### config.mk
export PLATFORM = sky130hd
export DESIGN_NAME = snd_mixer
export DESIGN_NICKNAME = d
export VERILOG_FILES = /design/src/hw/snd_audio_pkg.sv /design/src/hw/snd_mixer.sv
export SDC_FILE = /design/constraint.sdc
export NUM_CORES = 1
export LEC_CHECK = 0
export BUFFER_PORTS_ARGS = -buffer_cell sky130_fd_sc_hd__buf_2
export CAP_MARGIN = 10
export CORE_MARGIN = 2
export CORE_UTILIZATION = 40
export CTS_BUF_LIST = sky130_fd_sc_hd__clkbuf_2
export CTS_CLUSTER_SIZE = 8
export DETAILED_ROUTE_END_ITERATION = 12
export GPL_ROUTABILITY_DRIVEN = 0
export PLACE_DENSITY = 0.66
export RECOVER_POWER = 25
export SLEW_MARGIN = 10
export SYNTH_ARGS = -nofsm -noshare
export SYNTH_HDL_FRONTEND = slang
export SYNTH_SLANG_ARGS = --single-unit
### constraint.sdc
create_clock -name clk -period 1 [get_ports clk]
set_input_delay 0.15 -clock clk [delete_from_list [all_inputs] [get_ports clk]]
set_output_delay 0.15 -clock clk [all_outputs]
set_load 0.01 [all_outputs]
### src/hw/snd_audio_pkg.sv
// audio sample types and fixed mix gains; sample rate is clk / sample_div, no gain registers
package snd_audio_pkg;

    typedef logic signed [15:0] sample_t;      // mixed or tone sample
    typedef logic signed [7:0]  pcm_sample_t;  // signed pcm byte
    typedef logic [16:0]        pcm_addr_t;    // bit 16 selects the bank
    typedef logic [7:0]         pcm_len_t;     // samples left to play
    typedef logic [15:0]        tone_period_t; // half-period in ticks

    localparam int sample_div   = 64;  // clocks per sample tick
    localparam int sample_div_w = $clog2(sample_div);

    typedef logic [sample_div_w-1:0] tick_cnt_t;

    localparam tick_cnt_t tick_last = tick_cnt_t'(sample_div - 1);

    // output gains as left shifts
    localparam int tone_shift = 7;  // amplitude * 128
    localparam int pcm_shift  = 6;  // pcm * 64

endpackage

### src/hw/snd_mixer.sv
// mono mixer with fixed gains; the sum clips to 16 bits and peak marks a clipped sample
`timescale 1ns/1ps

module snd_mixer (
    input  logic                       clk,
    input  logic                       rst,
    input  logic                       sample_tick,
    input  snd_audio_pkg::sample_t     tone_in,
    input  snd_audio_pkg::pcm_sample_t pcm_in,
    output snd_audio_pkg::sample_t     snd,
    output logic                       sample,
    output logic                       peak
);

    logic signed [16:0]     tone_ext;
    logic signed [16:0]     pcm_ext;
    logic signed [16:0]     sum;   // one guard bit
    logic                   clip;
    snd_audio_pkg::sample_t sat;

    assign tone_ext = {tone_in[15], tone_in};
    assign pcm_ext  = {{9{pcm_in[7]}}, pcm_in} <<< snd_audio_pkg::pcm_shift;
    assign sum      = tone_ext + pcm_ext;
    assign clip     = (sum[16] != sum[15]);

    always_comb begin
        if (!clip) begin
            sat = sum[15:0];
        end else if (sum[16]) begin
            sat = 16'sh8000;  // most negative
        end else begin
            sat = 16'sh7fff;
        end
    end

    always_ff @(posedge clk or posedge rst) begin
        if (rst) begin
            snd    <= '0;
            peak   <= 1'b0;
            sample <= 1'b0;
        end else begin
            sample <= sample_tick; // new value visible with this pulse
            if (sample_tick) begin
                snd  <= sat;
                peak <= clip;
            end
        end
    end

endmodule

**Yosys cells after proc, flatten, opt, wreduce, memory -nomap -nowiden**

Cells that the tools add are included.

- Add/sub/neg operators: 1
- Eq/ne operators: 1
- Multiplexer cells: 2

Operators by type and width:

| cell | number |
|---|---|
| $mux W16 | 2 |
| $add A16 B14 Y17 | 1 |
| $ne A1 B1 Y1 | 1 |

- Bits in registers: 18
- Bits of input ports: 27
- Logic and storage cells: 7

**Longest topological paths before layout**

Gate-level depths: netlist of run 1.

- Depth after elaboration: 3
- Depth in mapped cells: 10
- Depth with buffers taken out: 9

**Worst setup path before layout of run 1**

OpenSTA, ideal clock, no wires.

- Kind: input to register
- Start point: input port tone_in[6]
- End point: register snd[12]
- Library setup time: 65 ps
- Arrival time: 1870 ps
- Path slack: -935 ps
- Cell stages on the path: 10
- Buffers on the path: 1
- Cells stage by stage: ha_1 inv_1 fa_1 nor2b_1 o2111ai_1 a21oi_2 o211ai_2 nand3_2 buf_4 o22a_1

- Word-level cells in the longest chain between the ends: 3
- Elaborated cells on any way between the ends: 4
- Those cells by class: add/sub (1); eq/ne (1); mux (2)

RTL lines:

| element | line | RTL |
|---|---|---|
| start, declared | snd_mixer.sv:8 | `input snd_audio_pkg::sample_t tone_in,` |
| $add A16 B14 Y17 (*) | snd_mixer.sv:23 | `assign sum = tone_ext + pcm_ext;` |
| $mux W16 or $ne A1 B1 Y1 (tied branches) | snd_mixer.sv:29, snd_mixer.sv:24 |  |
| $mux W16 (*) | snd_mixer.sv:27 | `if (!clip) begin` |
| end signal, assigned | snd_mixer.sv:44 | `snd <= sat;` |
| end, declared | snd_mixer.sv:10 | `output snd_audio_pkg::sample_t snd,` |

Mark *: on every way between the ends. The rest lies on a longest branch, timed or not.
A chain may end at the register's enable or synchronous reset.

**Final worst setup path of run 1**

- Start point: input port pcm_in[4]
- End point: register snd[10]

- Word-level cells in the longest chain between the ends: 3
- Elaborated cells on any way between the ends: 4
- Those cells by class: add/sub (1); eq/ne (1); mux (2)

RTL lines:

| element | line | RTL |
|---|---|---|
| start, declared | snd_mixer.sv:9 | `input snd_audio_pkg::pcm_sample_t pcm_in,` |
| $add A16 B14 Y17 (*) | snd_mixer.sv:23 |  |
| $mux W16 or $ne A1 B1 Y1 (tied branches) | snd_mixer.sv:29, snd_mixer.sv:24 |  |
| $mux W16 (*) | snd_mixer.sv:27 |  |

Marks and branches as above.

==> results.txt, run 1 <==
The flow ran to the end, but the final reports show violations. The final reports fail on setup timing. The latest clock arrival within the worst-skew pair came out at just under 0.3 ns.

Of all nets on the critical path, the largest fanout is 4. The count of yosys warnings during synthesis came out at 0. In the finished design, the share of the clock period the worst path needs comes to 1.66. VDD sags by at most 861 µV. The number of H-tree levels is 1.

The footprint of the flip-flops and latches is 450 µm². Data on the critical path is required at its endpoint by 1.20 ns. Of the total synthesized cell area, the portion taken by full adders, half adders and majority gates is 0.108. The worst hold path begins at tone_in[0].

The count of buffers inserted at the top-level ports came out at 44. By count the netlist is led by 18 x sky130_fd_sc_hd__dfrtp_1, 13 x sky130_fd_sc_hd__o22a_1, 11 x sky130_fd_sc_hd__inv_1. The pre-CTS worst setup slack is -1.08 ns.

The path type of the worst setup path is in -> reg. The total count of max-transition violations in the final report is 0. The post-detailed-route count of antenna-violating nets came out at 0.

The share of synthesized area spent on multiplexers is 0. For the worst setup path, the data arrival time is about 1.9 ns. TritonCTS built the clock tree. The share of the synthesized area in the top cell type came out at 0.334.

The biggest area contributor in the post-synthesis netlist is sky130_fd_sc_hd__dfrtp_1. The number of antenna violations at the first check in global routing is 0. The area of the core came out at 0.00328 mm². Dividing the detail-routed wire length by the instance count gives 14.3 µm. The parity-gate share of the synthesized area counting xor and xnor cells came out at 0.0130. The count of vias placed by the detailed router came out at 1437. The total of endpoints with negative setup slack in the final report came out at 25. The count of filler cells inserted in the layout came out at between 200 and 250. The maximum number of pins on one net before global-route repair is 19.

The leakage power figure came out at 1.02 nW. The total congestion overflow is 0. The synthesized instance count came out at 142. The simple-gate area share of the yosys netlist is 0.186. The number of DRC markers after the initial detailed-route iteration came out at 52. Pin placement for this block handled 45 I/O pins. The sequential-to-total area share from yosys stat came out at 0.334. The startpoint of the worst register-to-register path is snd[5]$_DFFE_PP0P_. The initial core utilization came out at 0.411. The non-filler instance count after layout is 273. In this run the tightest slew margin relative to its limit is 0.692.

The first global-routing pass estimated 5910 µm of wire. Counting the buffers created by CTS gives 3. The area growth from synthesis to final layout is 75.2%.

The final net count came out at 267. The multi-input gate area in the final layout came out at 0.00114 mm². Setup repair after global routing could not meet its margin everywhere. The per-cell via count in the routed design came out at 5.26. The clock passes through at most 2 buffers. The final setup slack of the worst path is -0.655 ns. Wires add up to approximately 3900 µm.

The detailed-routing iteration count for the pre-antenna-repair pass is 4. The number of global-route vias before repair is 1386. The buffer type at the clock tree root is sky130_fd_sc_hd__clkbuf_2. After clock tree synthesis, the clock-pin slew on the worst setup and hold paths is 0.15 ns. After synthesis, the netlist uses 46 different library cells.

The post-route DRC violation count came out at 0. The proportion of layout cells with a drive suffix above 1 came out at 0.621. For the pin with the worst max-slew slack, the measured transition is roughly 0.46 ns.

Max-cap violations in this run came to 0. From left edge to right edge, the die measures 62.1 µm. The final-layout setup total negative slack is -10.24 ns. The total power of the final layout came out at 2.64 mW. In this run, synthesis inferred 0 flip-flops with an integrated enable. The HPWL after detailed placement is 2750 µm.

Yosys attributes the largest share of cell area to sky130_fd_sc_hd__dfrtp_1 33%, sky130_fd_sc_hd__ha_1 9.3%, sky130_fd_sc_hd__o22a_1 8.4%. For this run, the top clock speed supported by timing is slightly above 600 MHz. By area, the combinational part of the netlist is dominated by compound AO/OA/AOI/OAI gates. The power density over the cells is ~1100 mW/mm². The number of placed instances with taps included came out at 254. The final hold violation count came out at 0.

The register bit total from synthesis came out at 18. The total global routing track utilization is 0.206. The fraction of the mapped netlist area in compound gates is 0.288. The worst clock skew is 0 ns.

A synthesized cell averages approximately 9.5 µm². The synthesized cell area is 0.00135 mm². The die outline area came out at 0.00385 mm². The most used flip-flop cell after synthesis is sky130_fd_sc_hd__dfrtp_1. The die extent in y came out at 62.1 µm. In this run the core area contains 21 standard-cell rows. The synthesized netlist net count came out at 180. The number of diodes added for antenna fixing came out at 0. The most common cell in the synthesized netlist is sky130_fd_sc_hd__dfrtp_1.

The clock period minus final worst setup slack is 1.66 ns. The share of flip-flops with an asynchronous set or reset after synthesis is 1.00. The launching instance or port of the critical path is pcm_in[4]. The number of sinks handled by clock tree synthesis came out at 18. The worst hold path belongs to the class in -> reg. The worst setup path is captured at a flip-flop.

STA classifies the critical path startpoint as an input port.
==> registers in the layout, summed over array words and instances (netlist names) <==
| name | count |
|---|---|
| snd | 16 |
| peak | 1 |
| sample | 1 |
==> where the power goes <==
group | internal [mW] | switching [mW]
registers | 0.856 | 0.0694
logic | 0.758 | 0.654
clock network | 0.0818 | 0.217
total | 1.70 | 0.941
==> stage by stage <==
stage / cell area, µm² / hold slack (ns) / util
3_5_place_dp: 1900 / 0.175 / 0.578
5_1_grt: 2360 / 0.184 / 0.720
2_1_floorplan: 1470 / 0.0886 / -
6_report: 2360 / 0.178 / 0.720
4_1_cts: 2250 / 0.163 / 0.685
3_3_place_gp: 1900 / 0.167 / 0.578
==> area by class of cell <==
type                    instances  share of cell area
well taps                      46              0.0244
clock buffers                   3             0.00635
multi-input cells             105               0.482
repair buffers                 90               0.280
inverters                      11              0.0175
flip-flops and latches         18               0.191
==> final timing paths <==
check / depth (start not counted) / slack [ns] / end
setup / recovery: 10 / -0.66 / snd[10]$_DFFE_PP0P_
hold / removal: 3 / 0.18 / snd[0]$_DFFE_PP0P_
setup reg to reg: 3 / 0.08 / snd[5]$_DFFE_PP0P_
hold reg to reg: 1 / 0.52 / snd[1]$_DFFE_PP0P_
max in group asynchronous: 4 / 0.23 / snd[14]$_DFFE_PP0P_
min in group asynchronous: 4 / 0.44 / snd[12]$_DFFE_PP0P_
==> what timing repair did <==
action	in CTS	in global routing
gates resized for setup	43	12
buffers inserted	9	6
pin swaps	23	10
endpoints found under the hold margin	18	0
hold buffers	1	0
endpoints found under the setup margin	33	35
==> layout by cell type (no fill, tap or decap), drive strengths merged, types with 2 or more instances in the layout <==
master	n
o22a	13
o211ai	2
o2111a	2
o21ai	5
nor4	2
nor2b	4
inv	11
a31oi	2
nor2	8
ha	10
nand3	3
a21o	3
a31o	3
nand2	6
dfrtp	18
nor3b	7
buf	87
o21a	2
a21oi	7
clkbuf	5
or2	2
a211oi	2
nor3	7
==> cells by family (layout without fill, tap and decap cells) <==
| group | after synthesis | in the layout |
|---|---|---|
| flip-flops | 18 | 18 |
| AND/OR/NAND/NOR | 44 | 44 |
| buffers and inverters | 19 | 104 |
| adder cells (fa/ha/maj) | 11 | 11 |
| XOR/XNOR | 2 | 2 |
| AO/OA/AOI/OAI | 48 | 48 |
==> critical path: stages <==
cell	delay [ns]
sky130_fd_sc_hd__buf_6	0.10
sky130_fd_sc_hd__ha_4	0.24
sky130_fd_sc_hd__a21o_4	0.23
sky130_fd_sc_hd__a31oi_4	0.21
sky130_fd_sc_hd__a21oi_4	0.10
sky130_fd_sc_hd__nor4_4	0.24
sky130_fd_sc_hd__buf_4	0.18
sky130_fd_sc_hd__buf_4	0.11
sky130_fd_sc_hd__nor2_2	0.05
sky130_fd_sc_hd__a31o_2	0.25
==> routing by layer <==
metal / GRT usage / vias to the layer above / routed length (µm)
met2: 0.391 / 21 / 2230
met3: 0.0373 / 2 / 100
met1: 0.243 / 710 / 1550
met5: 0 / - / 0
li1: - / 704 / -
met4: 0.0274 / 0 / 12
Power figures use the tool's default switching activity.
==> inputs of run 2 (changes only) <==
==> constraint.sdc (replaced) <==
create_clock -name clk -period 1.95 [get_ports clk]
set_input_delay 0.2925 -clock clk [delete_from_list [all_inputs] [get_ports clk]]
set_output_delay 0.2925 -clock clk [all_outputs]
set_load 0.01 [all_outputs]
==> results.txt, run 2 (synthesis gave the netlist of run 1 again) <==
The run finished with clean final reports. STA classifies the critical path endpoint as a flip-flop. The maximum number of pins on one net before global-route repair is 24.

The final hold violation count came out at 0. The die width came out at 62.1 µm. The area growth from synthesis to final layout came out at 36.7%. The total congestion overflow is 0. The initial core utilization is 0.411. In this run the standard cell core region covers 0.00328 mm². The worst reg-to-reg path cell count came out at 2. Input and output buffers added on the ports amount to 44. STA classifies the critical path startpoint as an input port. The detailed-routing iteration count for the pre-antenna-repair pass is 4. The minimum setup slack among reg-to-reg paths came out at 1.10 ns. The total count of max-transition violations in the final report is 0. The critical path starts at tone_in[6]. The flip-flop count of the largest register after layout is 16. The final net count is 246. The most critical setup path has its endpoint at snd[9]$_DFFE_PP0P_. The number of global-route vias before repair came out at between 1000 and 1500.

The worst register-to-register path begins at snd[0]$_DFFE_PP0P_. No sink is reached through more buffers than the 2 on the longest clock path. The final-layout worst hold slack is ~0.054 ns. The die extent in y came out at between 60 and 70 µm.

The worst clock skew is 0 ns. The post-CTS clock slew at the launch and capture registers of the worst setup and hold paths came out at 0.17 ns. The per-cell via count in the routed design is 5.23. TritonCTS built the clock tree. The post-detailed-route count of antenna-violating nets came out at 0.

The global-route wire length before repair came out at 4970 µm. The total of endpoints with negative setup slack in the final report is 0. Data arrives at the worst endpoint at between 2 and 2.5 ns. Clock tree synthesis selected as its root buffer the cell sky130_fd_sc_hd__clkbuf_2. The setup path with the least slack is of type in -> reg.

The library cells used most frequently in the layout, excluding fill and tap cells, are 44 x sky130_fd_sc_hd__buf_2, 25 x sky130_fd_sc_hd__buf_4, 18 x sky130_fd_sc_hd__dfrtp_1, 13 x sky130_fd_sc_hd__o22a_1, 11 x sky130_fd_sc_hd__inv_1. For this design, the sink count on the clock tree is 18. In this run the core area contains 21 standard-cell rows. In this run the worst path has a maximum fanout of 6.

The required time at the worst-slack endpoint is roughly 2.2 ns. The count of filler cells inserted in the layout is 300. Buffers inserted during clock tree synthesis total 3.

The highest ir drop seen on vdd is 181 µV. Across the run, the number of max-cap violations was 0. The HPWL after detailed placement is approximately 2600 µm. The smallest clock period supported by the final layout is computed as 1.88 ns. The max-slew headroom at the worst pin came out at 0.545. In this run, the number of DRC markers left after iteration 0 of detailed routing was 33. The final-layout setup total negative slack is 0 ns. The post-route DRC violation count came out at 0. Clock latency on the worst-skew pair, taken at its later pin, is about 0.3 ns.

In this run the critical register-to-register path is captured at snd[0]$_DFFE_PP0P_. The number of antenna violations at the first check in global routing came out at 0. The analysis attributes to cell leakage a power of 0.846 nW. The routed layout has between 1000 and 1500 vias. The die covers 0.00385 mm².

The kind of path behind the tightest hold check is in -> async. The most common library cell in the layout ignoring fill and taps is sky130_fd_sc_hd__buf_2. The detail-routed net length per standard cell came out at 12.2 µm. The total global routing track utilization came out at 0.172. Dividing total power by cell area gives a power density of 626 mW/mm². Summing internal, switching and leakage power gives 1.15 mW.

Counting flops per register, the top entry is snd. The proportion of layout cells with a drive suffix above 1 is 0.435. The number of diodes added for antenna fixing came out at 0. The slew of the pin with the lowest slew margin is between 0.6 and 0.7 ns. The sum of routed wire length over all layers is 3100 µm.

The post-route fraction of the period consumed by the critical path is 0.962. The largest registers in the layout are snd x16, peak x1, sample x1. The number of top-level pins came out at between 40 and 50. Derived from the worst setup path, the maximum achievable clock frequency is 533 MHz. The number of H-tree levels is 1.

The final core utilization came out at 0.562.
[run 2: cell count changes in the layout (fill, tap and decap cells not counted), sizes merged]
cell / change
dlygate4sd3: -1
clkbuf: -2
buf: -18
clkinv: +1
[run 2: what timing repair did]
action	CTS	global route
gates resized for setup	0	3
setup buffers	0	0
setup endpoints to repair	0	9
hold buffers	0	0
[run 2: worst min-delay path by stage]
stage,from,end,cells past startpoint
4_1_cts,rst,snd[3]$_DFFE_PP0P_,2
5_1_grt,rst,snd[2]$_DFFE_PP0P_,2
6_report,rst,snd[5]$_DFFE_PP0P_,2
3_3_place_gp,rst,snd[2]$_DFFE_PP0P_,2
2_1_floorplan,rst,peak$_DFFE_PP0P_,1
3_5_place_dp,rst,snd[3]$_DFFE_PP0P_,2
[run 2: where the power goes]
group	internal (mW)	leakage, nW	switching [mW]
clock network	0.0446	0.0140	0.116
registers	0.439	0.200	0.0346
logic	0.259	0.632	0.260
total	0.743	0.846	0.411
[run 2: layer usage]
metal  track usage  routed length (µm)
met3        0.0248                 125
met4        0.0547                  43
met5             0                   0
met2         0.308                1510
met1         0.209                1420
[run 2: worst max-delay path: stages]
cell	delay, ns
sky130_fd_sc_hd__buf_2	0.08
sky130_fd_sc_hd__ha_1	0.16
sky130_fd_sc_hd__inv_1	0.06
sky130_fd_sc_hd__fa_2	0.36
sky130_fd_sc_hd__nor2b_4	0.15
sky130_fd_sc_hd__o2111ai_2	0.16
sky130_fd_sc_hd__a21oi_4	0.25
sky130_fd_sc_hd__a211oi_4	0.08
sky130_fd_sc_hd__buf_4	0.17
sky130_fd_sc_hd__nor3_1	0.22
sky130_fd_sc_hd__o22a_1	0.16
[run 2: metrics by stage]
stage	cells	instance area, µm²	setup slack, ns
after floorplan	142	1410	-0.00213
after global placement	249	1810	-0.228
after detailed placement	249	1810	-0.295
after CTS	253	1830	0.0307
after global routing	253	1840	-0.00674
final	253	1840	0.0748
[run 2: area by class of cell]
type / count / area (µm²) / share of cell area
multi-input combinational: 105 / 868 / 0.471
timing repair buffer: 69 / 408 / 0.221
inverter: 11 / 41.3 / 0.0224
tap: 46 / 57.6 / 0.0312
sequential: 18 / 450 / 0.244
clock buffer: 3 / 15.0 / 0.00814
clock inverter: 1 / 3.75 / 0.00204
==> inputs of run 3 (changes only) <==
--- a/config.mk
+++ b/config.mk
@@ -9,7 +9,6 @@
 export CAP_MARGIN = 10
 export CORE_MARGIN = 2
 export CORE_UTILIZATION = 40
-export CTS_BUF_LIST = sky130_fd_sc_hd__clkbuf_2
 export CTS_CLUSTER_SIZE = 8
 export DETAILED_ROUTE_END_ITERATION = 12
 export GPL_ROUTABILITY_DRIVEN = 0
==> results.txt, run 3 (synthesis gave the netlist of run 1 again) <==
The flow ran to the end, and the final reports show no timing, DRC or antenna violations. The die width came out at between 60 and 70 µm. In the finished design, the share of the clock period the worst path needs comes to 0.961.

The final-layout setup total negative slack came out at 0 ns. The sum of routed wire length over all layers came out at roughly 3100 µm. The pre-CTS worst setup slack came out at -0.295 ns.

Relative to the synthesized area, the layout overhead comes to 40.7%. For this block, the initial DRC count from the detailed router was 37. Measured on the finished design, the core utilization comes to 0.578. STA classifies the critical path endpoint as a flip-flop. Of the cells placed in the final design, the portion with a size suffix greater than 1 is 0.454.

The count of nets left with antenna violations once routing finished came out at 0. The post-route DRC violation count is 0. The maximum number of pins on one net before global-route repair is 24. The slew of the pin with the lowest slew margin came out at 0.683 ns.

The number of antenna violations at the first check in global routing was 0. The total count of max-transition violations in the final report is 0. The number of global-route vias before repair came out at 1191. In this run the register-to-register setup slack is 1.10 ns. The sequential cell fraction of total power came out at 0.385. The largest registers in the layout are snd x16, peak x1, sample x1. The number of H-tree levels came out at 1.

The total of endpoints with negative setup slack in the final report is 0. The path type of the worst setup path is in -> reg. The flip-flop count of the largest register after layout came out at 16. The TritonCTS buffer count is 3. Global routing finished with a remaining overflow of 0. The most common library cell in the layout ignoring fill and taps is sky130_fd_sc_hd__buf_2. The worst stage delay on the critical path is 0.37 ns.

The power share of the clock group is 0.183. The highest clock rate came out at 534 MHz. The kind of path behind the tightest hold check is in -> async. Across the routed clock network, the largest skew measured is 0 ns. The count of vias placed by the detailed router came out at 1326. Data arrives at the worst endpoint at 2.11 ns. The count of buffers inserted at the top-level ports is 44. The number of sinks handled by clock tree synthesis came out at 18. At the worst endpoint, the required time is about 2.2 ns.

Across the VDD grid, the largest voltage drop is 191 µV. Setup repair after global routing could not meet its margin everywhere. The clock passes through at most 2 buffers. Traced cell by cell, the critical path runs through buf_2, ha_1, inv_1, fa_2, nor2b_4, o2111ai_4, a21oi_4, a211oi_4, buf_4, nor3_1, o22a_1. The leakage power figure is 0.865 nW.

Total power for the finished layout comes to 1.23 mW. At the end of the flow, the number of nets in the layout was approximately 250. The initial core utilization came out at 0.411.

The post-CTS clock slew at the launch and capture registers of the worst setup and hold paths came out at 0.10 ns. The number of violations of the max-capacitance limit came out at 0. The number of diodes added for antenna fixing came out at 0.

The final setup slack of the worst path is 0.0759 ns. The buffer type at the clock tree root is sky130_fd_sc_hd__clkbuf_4. The switching part of the total power came out at 0.336. The final hold violation count came to 0. The detail-routed net length per standard cell is ~12 µm. The area of the core is 0.00328 mm². The die extent in y came out at 62.1 µm. For this design, the CTS-stage hold fixing added 0 buffers. The max-slew headroom at the worst pin came out at 0.544. The total global routing track utilization is 0.170. Dividing the detail-routed via count by the number of cells gives 5.24. The startpoint of the worst register-to-register path is snd[0]$_DFFE_PP0P_. The filler cells instantiated in the layout total 294.

TritonCTS built the clock tree. The final-layout worst hold slack is around 0.09 ns. The worst reg-to-reg path cell count came out at 2.

In the layout the commonest cells are 44 x sky130_fd_sc_hd__buf_2, 25 x sky130_fd_sc_hd__buf_4, 18 x sky130_fd_sc_hd__dfrtp_1, 13 x sky130_fd_sc_hd__o22a_1, 11 x sky130_fd_sc_hd__inv_1. The power density over the cells came out at 649 mW/mm². The cell row count came out at 21. The portion of total power attributed to combinational logic came out at 0.433. The kind of start point of the critical path is an input port. The internal power consumption is 818 µW. Tracing the worst setup path back leads to its startpoint at tone_in[6]. The buffer count from post-CTS setup fixing came out at 0. The slowest stage of the critical path belongs to the cell sky130_fd_sc_hd__fa_2. Ranked by flip-flop count, first place goes to snd. The clock period minus final worst setup slack is 1.87 ns. Of all nets on the critical path, the largest fanout is 6. The power dissipated by switching net loads came out at 414 µW. Gates resized during post-CTS repair numbered 0. The global-route wire length before repair is 4980 µm.

The critical register-to-register path endpoint is snd[0]$_DFFE_PP0P_. The number of top-level pins is 45. Detailed placement ended at an HPWL of roughly 2600 µm. For the worst-skew pair, the clock arrives at the later sink with an insertion delay of 0.28 ns. The detailed-routing iteration count for the pre-antenna-repair pass came out at 4.

The die covers 0.00385 mm².
## run 3: changes by cell type in the layout (fill, tap and decap cells not counted), moves of 2 or more
cell                       change
sky130_fd_sc_hd__clkbuf_2      -3
sky130_fd_sc_hd__nor3b_2       +2
sky130_fd_sc_hd__clkbuf_4      +3
sky130_fd_sc_hd__nor3b_1       -2
## run 3: per-layer routing
| metal | part of all wire | GRT usage |
|---|---|---|
| met4 | 0.0084 | 0.0365 |
| met2 | 0.50 | 0.310 |
| met5 | 0 | 0 |
| met1 | 0.45 | 0.209 |
| met3 | 0.041 | 0.0248 |
## run 3: critical path: cells and delay by family
family | cells | cell delay, ns
adders and majority gates | 2 | 0.53
AOI/OAI and AO/OA | 4 | 0.60
buffers and inverters | 3 | 0.31
and+or+nand+nor | 2 | 0.37
## run 3: layout make-up
cell class | instances | area [µm²] | share of cell area
flip-flops and latches | 18 | 450 | 0.237
clock buffers | 4 | 36.3 | 0.0191
well taps | 46 | 57.6 | 0.0303
multi-input cells | 105 | 905 | 0.477
inverters | 11 | 41.3 | 0.0218
repair buffers | 69 | 408 | 0.215
## run 3: worst max path at each step
stage	to	slack [ns]	cells after the start
after global placement	snd[8]$_DFFE_PP0P_	-0.23	11
final	snd[13]$_DFFE_PP0P_	0.08	11
after global routing	snd[8]$_DFFE_PP0P_	-0.03	11
after CTS	snd[8]$_DFFE_PP0P_	0.005	11
after detailed placement	snd[8]$_DFFE_PP0P_	-0.30	11
after floorplan	snd[14]$_DFFE_PP0P_	-0.002	9
## run 3: power groups by stage
| stage | logic, mW | registers (mW) | clock network [mW] |
|---|---|---|---|
| floorplan | 0.289 | 0.513 | 0 |
| global placement | 0.507 | 0.478 | 0 |
| detailed placement | 0.515 | 0.483 | 0 |
| CTS | 0.517 | 0.475 | 0.232 |
| global route | 0.595 | 0.482 | 0.255 |
| finish | 0.533 | 0.474 | 0.225 |
## run 3: per-stage QoR
step,std cells,instance area [µm²]
finish,253,1900
global route,253,1900
CTS,253,1840
detailed placement,249,1810
global placement,249,1810
floorplan,142,1410
